<file path="src/verilog/dma_pkg.sv">
`default_nettype none

package dma_pkg;

   ////////////////////////////////////////////////////////////
   // Widths
   ////////////////////////////////////////////////////////////

   localparam int DATA_WIDTH      = 32;
   localparam int HOST_ADDR_WIDTH = 16;
   localparam int DDR_BANK_BITS   = 2;
   localparam int DDR_OFFSET_BITS = 8;
   localparam int DDR_ADDR_WIDTH  = DDR_BANK_BITS + DDR_OFFSET_BITS;
   localparam int LENGTH_WIDTH    = 8;

   ////////////////////////////////////////////////////////////
   // Types
   ////////////////////////////////////////////////////////////

   typedef enum logic {
      HOST_TO_DDR = 1'b0,
      DDR_TO_HOST = 1'b1
   } t_dma_mode;

   // Local address, either one flat word address or a bank and an offset in it
   typedef union packed {
      logic [DDR_ADDR_WIDTH-1:0] flat;
      struct packed {
         logic [DDR_BANK_BITS-1:0]   bank;
         logic [DDR_OFFSET_BITS-1:0] offset;
      } fields;
   } t_ddr_addr;

   typedef struct packed {
      t_dma_mode                  mode;
      logic [HOST_ADDR_WIDTH-1:0] host_addr;
      t_ddr_addr                  ddr_addr;
      logic [LENGTH_WIDTH-1:0]    length;    // In words
   } t_dma_descriptor;

endpackage : dma_pkg

`default_nettype wire

</file>
<file path="src/verilog/mem_if.sv">
`timescale 1ns/1ps
`default_nettype none

interface mem_if #(
   parameter int ADDR_WIDTH = dma_pkg::HOST_ADDR_WIDTH,
   parameter int DATA_WIDTH = dma_pkg::DATA_WIDTH
);

   logic                  req_valid;
   logic                  req_ready;
   logic                  req_write;
   logic [ADDR_WIDTH-1:0] req_addr;
   logic [DATA_WIDTH-1:0] req_wdata;

   logic                  rsp_valid;
   logic                  rsp_ready;
   logic [DATA_WIDTH-1:0] rsp_data;   // Only meaningful for reads

   // Side that issues requests
   modport source (
      output req_valid, req_write, req_addr, req_wdata, rsp_ready,
      input  req_ready, rsp_valid, rsp_data
   );

   // Side that answers them
   modport sink (
      input  req_valid, req_write, req_addr, req_wdata, rsp_ready,
      output req_ready, rsp_valid, rsp_data
   );

endinterface : mem_if

`default_nettype wire

</file>
<file path="src/verilog/dma_ctrl.sv">
`timescale 1ns/1ps
`default_nettype none

module dma_ctrl (
   input  logic                     clk,
   input  logic                     rst_n,
   input  logic                     desc_req,
   input  dma_pkg::t_dma_descriptor desc,
   output logic                     desc_ack,
   output dma_pkg::t_dma_descriptor active_desc,
   mem_if.source                    host,
   mem_if.source                    ddr
);

   import dma_pkg::*;

   typedef enum logic [2:0] {
      IDLE,
      RD_REQ,
      RD_RSP,
      WR_REQ,
      WR_RSP,
      DONE
   } t_state;

   t_state                     state;
   t_dma_descriptor            desc_q;
   logic [HOST_ADDR_WIDTH-1:0] host_addr_q;
   t_ddr_addr                  ddr_addr_q;
   t_ddr_addr                  ddr_addr_next;
   logic [LENGTH_WIDTH-1:0]    words_left;
   logic [DATA_WIDTH-1:0]      data_q;

   logic                       read_phase;
   logic                       req_phase;
   logic                       rsp_phase;
   logic                       use_host;
   logic                       sel_req_ready;
   logic                       sel_rsp_valid;
   logic [DATA_WIDTH-1:0]      sel_rsp_data;

   ////////////////////////////////////////////////////////////
   // Port steering
   ////////////////////////////////////////////////////////////

   assign read_phase = (state == RD_REQ) || (state == RD_RSP);
   assign req_phase  = (state == RD_REQ) || (state == WR_REQ);
   assign rsp_phase  = (state == RD_RSP) || (state == WR_RSP);

   // Filling a bank reads the host, draining a bank writes it
   assign use_host = read_phase ? (desc_q.mode == HOST_TO_DDR) : (desc_q.mode == DDR_TO_HOST);

   assign sel_req_ready = use_host ? host.req_ready : ddr.req_ready;
   assign sel_rsp_valid = use_host ? host.rsp_valid : ddr.rsp_valid;
   assign sel_rsp_data  = use_host ? host.rsp_data  : ddr.rsp_data;

   assign host.req_valid = req_phase && use_host;
   assign host.req_write = (state == WR_REQ);
   assign host.req_addr  = host_addr_q;
   assign host.req_wdata = data_q;
   assign host.rsp_ready = rsp_phase && use_host;

   assign ddr.req_valid  = req_phase && !use_host;
   assign ddr.req_write  = (state == WR_REQ);
   assign ddr.req_addr   = ddr_addr_q;
   assign ddr.req_wdata  = data_q;
   assign ddr.rsp_ready  = rsp_phase && !use_host;

   assign desc_ack    = (state == DONE);
   assign active_desc = desc_q;

   always_comb begin
      ddr_addr_next      = ddr_addr_q;
      ddr_addr_next.flat = ddr_addr_q.flat + 1'b1;
      ddr_addr_next.fields.bank = desc_q.ddr_addr.fields.bank;   // Offset wraps in its bank
   end

   ////////////////////////////////////////////////////////////
   // Copy FSM
   ////////////////////////////////////////////////////////////

   always_ff @(posedge clk or negedge rst_n) begin
      if (!rst_n) begin
         state      <= IDLE;
         words_left <= '0;
      end else begin
         case (state)
            IDLE: begin
               if (desc_req) begin
                  words_left <= desc.length;
                  state      <= (desc.length == '0) ? DONE : RD_REQ;
               end
            end
            RD_REQ: if (sel_req_ready) state <= RD_RSP;
            RD_RSP: if (sel_rsp_valid) state <= WR_REQ;
            WR_REQ: if (sel_req_ready) state <= WR_RSP;
            WR_RSP: begin
               if (sel_rsp_valid) begin
                  words_left <= words_left - 1'b1;
                  state      <= (words_left == 8'd1) ? DONE : RD_REQ;
               end
            end
            DONE: if (!desc_req) state <= IDLE;   // Fourth phase of the handshake
            default: state <= IDLE;
         endcase
      end
   end

   always_ff @(posedge clk) begin
      if (state == IDLE && desc_req) begin
         desc_q      <= desc;
         host_addr_q <= desc.host_addr;
         ddr_addr_q  <= desc.ddr_addr;
      end
      if (state == RD_RSP && sel_rsp_valid) begin
         data_q <= sel_rsp_data;
      end
      if (state == WR_RSP && sel_rsp_valid) begin
         host_addr_q <= host_addr_q + 1'b1;
         ddr_addr_q  <= ddr_addr_next;
      end
   end

   // No new local request while a bank is still answering the last one
   a_ddr_single_outstanding: assert property (@(posedge clk) disable iff (!rst_n)
      ddr.rsp_valid |-> !ddr.req_valid);

   a_ack_needs_req: assert property (@(posedge clk) disable iff (!rst_n)
      $rose(desc_ack) |-> desc_req);

endmodule : dma_ctrl

`default_nettype wire

</file>
<file path="src/flat_wrapper.sv">
// flat-port wrapper written by rule: the top's interface ports become plain ports
module dma_ctrl_flat import dma_pkg::*;
  (clk, rst_n, desc_req, desc, desc_ack, active_desc, host_req_valid, host_req_write, host_req_addr, host_req_wdata, host_rsp_ready, host_req_ready, host_rsp_valid, host_rsp_data, ddr_req_valid, ddr_req_write, ddr_req_addr, ddr_req_wdata, ddr_rsp_ready, ddr_req_ready, ddr_rsp_valid, ddr_rsp_data);
  mem_if host_i ();
  mem_if ddr_i ();
  input  logic clk;
  input  logic rst_n;
  input  logic desc_req;
  input  dma_pkg::t_dma_descriptor desc;
  output logic desc_ack;
  output dma_pkg::t_dma_descriptor active_desc;
  output wire logic [$bits(host_i.req_valid)-1:0] host_req_valid;
  output wire logic [$bits(host_i.req_write)-1:0] host_req_write;
  output wire logic [$bits(host_i.req_addr)-1:0] host_req_addr;
  output wire logic [$bits(host_i.req_wdata)-1:0] host_req_wdata;
  output wire logic [$bits(host_i.rsp_ready)-1:0] host_rsp_ready;
  input wire logic [$bits(host_i.req_ready)-1:0] host_req_ready;
  input wire logic [$bits(host_i.rsp_valid)-1:0] host_rsp_valid;
  input wire logic [$bits(host_i.rsp_data)-1:0] host_rsp_data;
  output wire logic [$bits(ddr_i.req_valid)-1:0] ddr_req_valid;
  output wire logic [$bits(ddr_i.req_write)-1:0] ddr_req_write;
  output wire logic [$bits(ddr_i.req_addr)-1:0] ddr_req_addr;
  output wire logic [$bits(ddr_i.req_wdata)-1:0] ddr_req_wdata;
  output wire logic [$bits(ddr_i.rsp_ready)-1:0] ddr_rsp_ready;
  input wire logic [$bits(ddr_i.req_ready)-1:0] ddr_req_ready;
  input wire logic [$bits(ddr_i.rsp_valid)-1:0] ddr_rsp_valid;
  input wire logic [$bits(ddr_i.rsp_data)-1:0] ddr_rsp_data;
  assign host_req_valid = host_i.req_valid;
  assign host_req_write = host_i.req_write;
  assign host_req_addr = host_i.req_addr;
  assign host_req_wdata = host_i.req_wdata;
  assign host_rsp_ready = host_i.rsp_ready;
  assign host_i.req_ready = host_req_ready;
  assign host_i.rsp_valid = host_rsp_valid;
  assign host_i.rsp_data = host_rsp_data;
  assign ddr_req_valid = ddr_i.req_valid;
  assign ddr_req_write = ddr_i.req_write;
  assign ddr_req_addr = ddr_i.req_addr;
  assign ddr_req_wdata = ddr_i.req_wdata;
  assign ddr_rsp_ready = ddr_i.rsp_ready;
  assign ddr_i.req_ready = ddr_req_ready;
  assign ddr_i.rsp_valid = ddr_rsp_valid;
  assign ddr_i.rsp_data = ddr_rsp_data;
  dma_ctrl u_core (.clk(clk), .rst_n(rst_n), .desc_req(desc_req), .desc(desc), .desc_ack(desc_ack), .active_desc(active_desc), .host(host_i), .ddr(ddr_i));
endmodule
</file>
<file path="config.mk">
export PLATFORM = sky130hd
export DESIGN_NAME = dma_ctrl_flat
export DESIGN_NICKNAME = d
export VERILOG_FILES = /design/src/verilog/dma_pkg.sv /design/src/verilog/mem_if.sv /design/src/verilog/dma_ctrl.sv /design/src/flat_wrapper.sv
export SDC_FILE = /design/constraint.sdc
export NUM_CORES = 1
export LEC_CHECK = 0
export BUFFER_PORTS_ARGS = -buffer_cell sky130_fd_sc_hd__buf_2
export CORE_MARGIN = 1
export CORE_UTILIZATION = 47
export CTS_CLUSTER_DIAMETER = 50
export DETAILED_ROUTE_END_ITERATION = 10
export PLACE_DENSITY = 0.87
export SYNTH_ARGS = -nofsm -noshare
export SYNTH_HDL_FRONTEND = slang
export SYNTH_SLANG_ARGS = --single-unit
</file>
<file path="constraint.sdc">
create_clock -name clk -period 4.9 [get_ports clk]
set_clock_uncertainty 0.2 [all_clocks]
set_input_delay 0.98 -clock clk [delete_from_list [all_inputs] [get_ports clk]]
set_output_delay 0.98 -clock clk [all_outputs]
set_load 0.005 [all_outputs]
</file>
==> results.sh <==
export IMPL_status="complete, no violations"
export IMPL_numPortBuffers=237
export IMPL_yosysUniqueCellTypes=49
export IMPL_cts_resized=0
export IMPL_worst_slew_pin_slew_ns=0.746
export IMPL_endpoint_kind="output port"
export IMPL_max_stage_delay_ns=0.62
export IMPL_met3WireLength_um=608
export IMPL_numClockSinks=104
export IMPL_core_area_um2=10400
export IMPL_hold_class="in2async"
export IMPL_setup_tns_ns=0
export IMPL_postPlaceCellArea_um2=6100
export IMPL_r2r_start="u_core.state[2]"
export IMPL_dp_hpwl_um=9140
export IMPL_num_vias=3794
export IMPL_htreeDepth=3
export IMPL_crit_fanout=34
export IMPL_crit_path_cell_trace="and2b_1 > o21ba_2 > xnor2_4 > buf_4 > and3b_1 > buf_2"
export IMPL_arrival_ns=2.35
export IMPL_rsz0062_at_grt="no"
export IMPL_layout_drive_gt1_share_pct=44.4
export IMPL_synthFlopType="edfxtp_1"
export IMPL_path_class="reg2out"
export IMPL_post_cts_buffers=0
export IMPL_ir_worst_vdd_uv=231
export IMPL_r2r_end="u_core.words_left[1]"
export IMPL_postLayoutCellArea_um2=6290
export IMPL_synth_warnings=0
export IMPL_grt_overflow=0
export IMPL_wl_met1_um=4670
export IMPL_syn_area_um2=5070
export IMPL_yosysSeqAreaShare_pct=60.5
export IMPL_cts_tree="built"
export IMPL_synth_avg_cell_area_um2=12.9
export IMPL_finalCriticalPeriod_ns=3.53
export IMPL_syn_to_final_growth_pct=24.0
export IMPL_io_pin_count=244
export IMPL_setup_viol=0
export IMPL_drcViolationCount=0
export IMPL_rr_worst_depth=5
export IMPL_max_freq_mhz=283
export IMPL_ys_seq_elements=104
export IMPL_grt_pass1_vias=3781
export IMPL_async_reset_ff_share_pct=10.6
export IMPL_timing_final_crit_share_pct=72.1
export IMPL_synth_edf_count=93
export IMPL_antenna_found_initial=0
export IMPL_postCtsHoldBufs=0
export IMPL_drt_iter0_markers=180
export IMPL_cp_startpoint="u_core.state[1]"
export IMPL_crit_slowest_cell="dfrtp_1"
export IMPL_clockBufferDepth=2
export IMPL_power_leakage_nw=2.67
export IMPL_hold_viol=0
export IMPL_postLayoutCoreUtil_pct=60.6
export IMPL_slew_violations=0
export IMPL_grt_pass1_wl_um=18600
export IMPL_clk_latency_ns=0.36
export IMPL_reg2reg_setup_slack_ns=1.86
export IMPL_gp_congestion=0.832
export IMPL_routed_via_density=5.14
export IMPL_antennaDiodeCount=0
export IMPL_slew_headroom_pct=50.3
export IMPL_final_net_count=707
export IMPL_powerDensity_nw_per_um2=470
export IMPL_cts_buffers=9
export IMPL_die_y_um=106
export IMPL_dieArea_um2=11200
export IMPL_cts_root_buf="clkbuf_8"
export IMPL_rows=37
export IMPL_wl_um=12000
export IMPL_dr_pass1_iters=4
export IMPL_start_util_pct=48.9
export IMPL_postSynthCellCount=394
export IMPL_antenna_left=0
export IMPL_cp_start_kind="register"
export IMPL_met2_length_um=6430
export IMPL_required_ns=3.72
export IMPL_track_usage_pct=21.6
export IMPL_wire_per_inst_um=16.2
export IMPL_fp_dieW_um=106
export IMPL_clkTransAtPathRegs_ns=0.11
export IMPL_routed_top_layer="met4"
export IMPL_total_power_w=0.00295
export IMPL_drv_cap=0
export IMPL_grt_max_degree=49
==> layout make-up <==
cell class | count | area (um2)
Clock buffer | 9 | 124
Fill cell | 859 | 4080
Multi-Input combinational cell | 234 | 1620
Tap cell | 136 | 170
Sequential cell | 104 | 3070
Timing Repair Buffer | 241 | 1220
Clock inverter | 7 | 61.3
Inverter | 7 | 26.3
==> Yosys cell counts (all sizes together), types with 2 or more instances <==
cell	count	share of area (%)
xnor2	17	3.3
or3b	2	0.35
nor2	14	1.3
nor2b	5	0.62
a21oi	6	0.59
buf	49	7.3
a22oi	2	0.30
inv	7	0.52
nor4	6	0.74
nand4	3	0.37
nor3	11	1.1
and2	2	0.25
ha	4	0.99
o21ai	32	3.3
edfxtp	93	55
mux2i	7	1.4
nand2	45	3.3
mux2	34	7.6
nand3	8	0.79
clkbuf	5	0.37
dfrtp	11	5.4
o2bb2ai	6	1.0
nor3b	3	0.44
xor2	5	0.86
==> layout by cell type (no fill, tap or decap), types with 2 or more instances in the layout <==
cell type / n
xnor2_1: 16
ha_1: 4
nor4_1: 6
o21ai_2: 2
edfxtp_1: 93
and2_1: 2
nor3b_1: 2
nor3_1: 11
nor2_1: 12
a22oi_1: 2
mux2_1: 34
o21ai_1: 28
buf_2: 237
nor2_4: 2
nand2_1: 45
buf_4: 4
clkbuf_8: 9
nand3_1: 8
inv_1: 6
o21ai_0: 2
nand4_1: 3
conb_1: 6
dfrtp_1: 11
o2bb2ai_1: 6
inv_6: 2
nor2b_1: 5
mux2i_1: 7
a21oi_1: 6
xor2_1: 5
==> kinds of logic (layout without fill, tap and decap cells) <==
kind of cell,Yosys count,after routing,share of synthesized area [%]
flip-flops,104,104,60.5
XOR/XNOR,22,22,4.17
buffers and inverters,61,264,8.17
adder cells (fa/ha/maj),4,4,0.987
multiplexers,41,41,8.93
other,1,6,0.0740
AND/OR/NAND/NOR,107,107,10.6
AO/OA/AOI/OAI,54,54,6.52
==> routing by layer <==
metal  vias to the layer above  track usage (%)
met5                         -                0
met4                         0             9.13
met1                      1805             25.4
met2                       169             39.3
met3                        23             3.15
li1                       1797                -
==> how the worst max path moves through the flow <==
stage                                end  slack (ns)  cells after the start
finish                     ddr_req_valid        1.37                      6
global route               ddr_req_valid        1.22                      6
CTS                        ddr_req_valid        1.32                      6
detailed placement         ddr_req_valid        1.73                      6
global placement           ddr_req_valid        1.84                      6
floorplan           u_core.words_left[1]        0.52                      4
==> report_power, final <==
part           internal, W  switching [W]
combinational     0.000492       0.000549
sequential         0.00124       0.000167
clock             0.000194       0.000312
==> critical path, delay by kind of cell, from the launching register on <==
family	cells	cell delay (ns)
xor+xnor	1	0.12
simple gates	2	0.50
buf+inv	2	0.49
compound gates	1	0.26
flops	1	0.62
==> state kept, by name, summed over array words and instances, names as in the netlist <==
register and count:
u_core.active_desc 35, u_core.ddr.req_wdata 32, u_core.host.req_addr 16, u_core.ddr_addr_q 10
u_core.words_left 8, u_core.state 3
==> through the flow <==
step / hold WS (ns) / instances / setup slack (ns)
floorplan: 0.278 / 399 / 0.521
global placement: 0.300 / 722 / 1.84
detailed placement: 0.330 / 722 / 1.73
CTS: 0.264 / 738 / 1.32
global route: 0.269 / 738 / 1.22
finish: 0.270 / 738 / 1.37
Power figures use the tool's default switching activity.
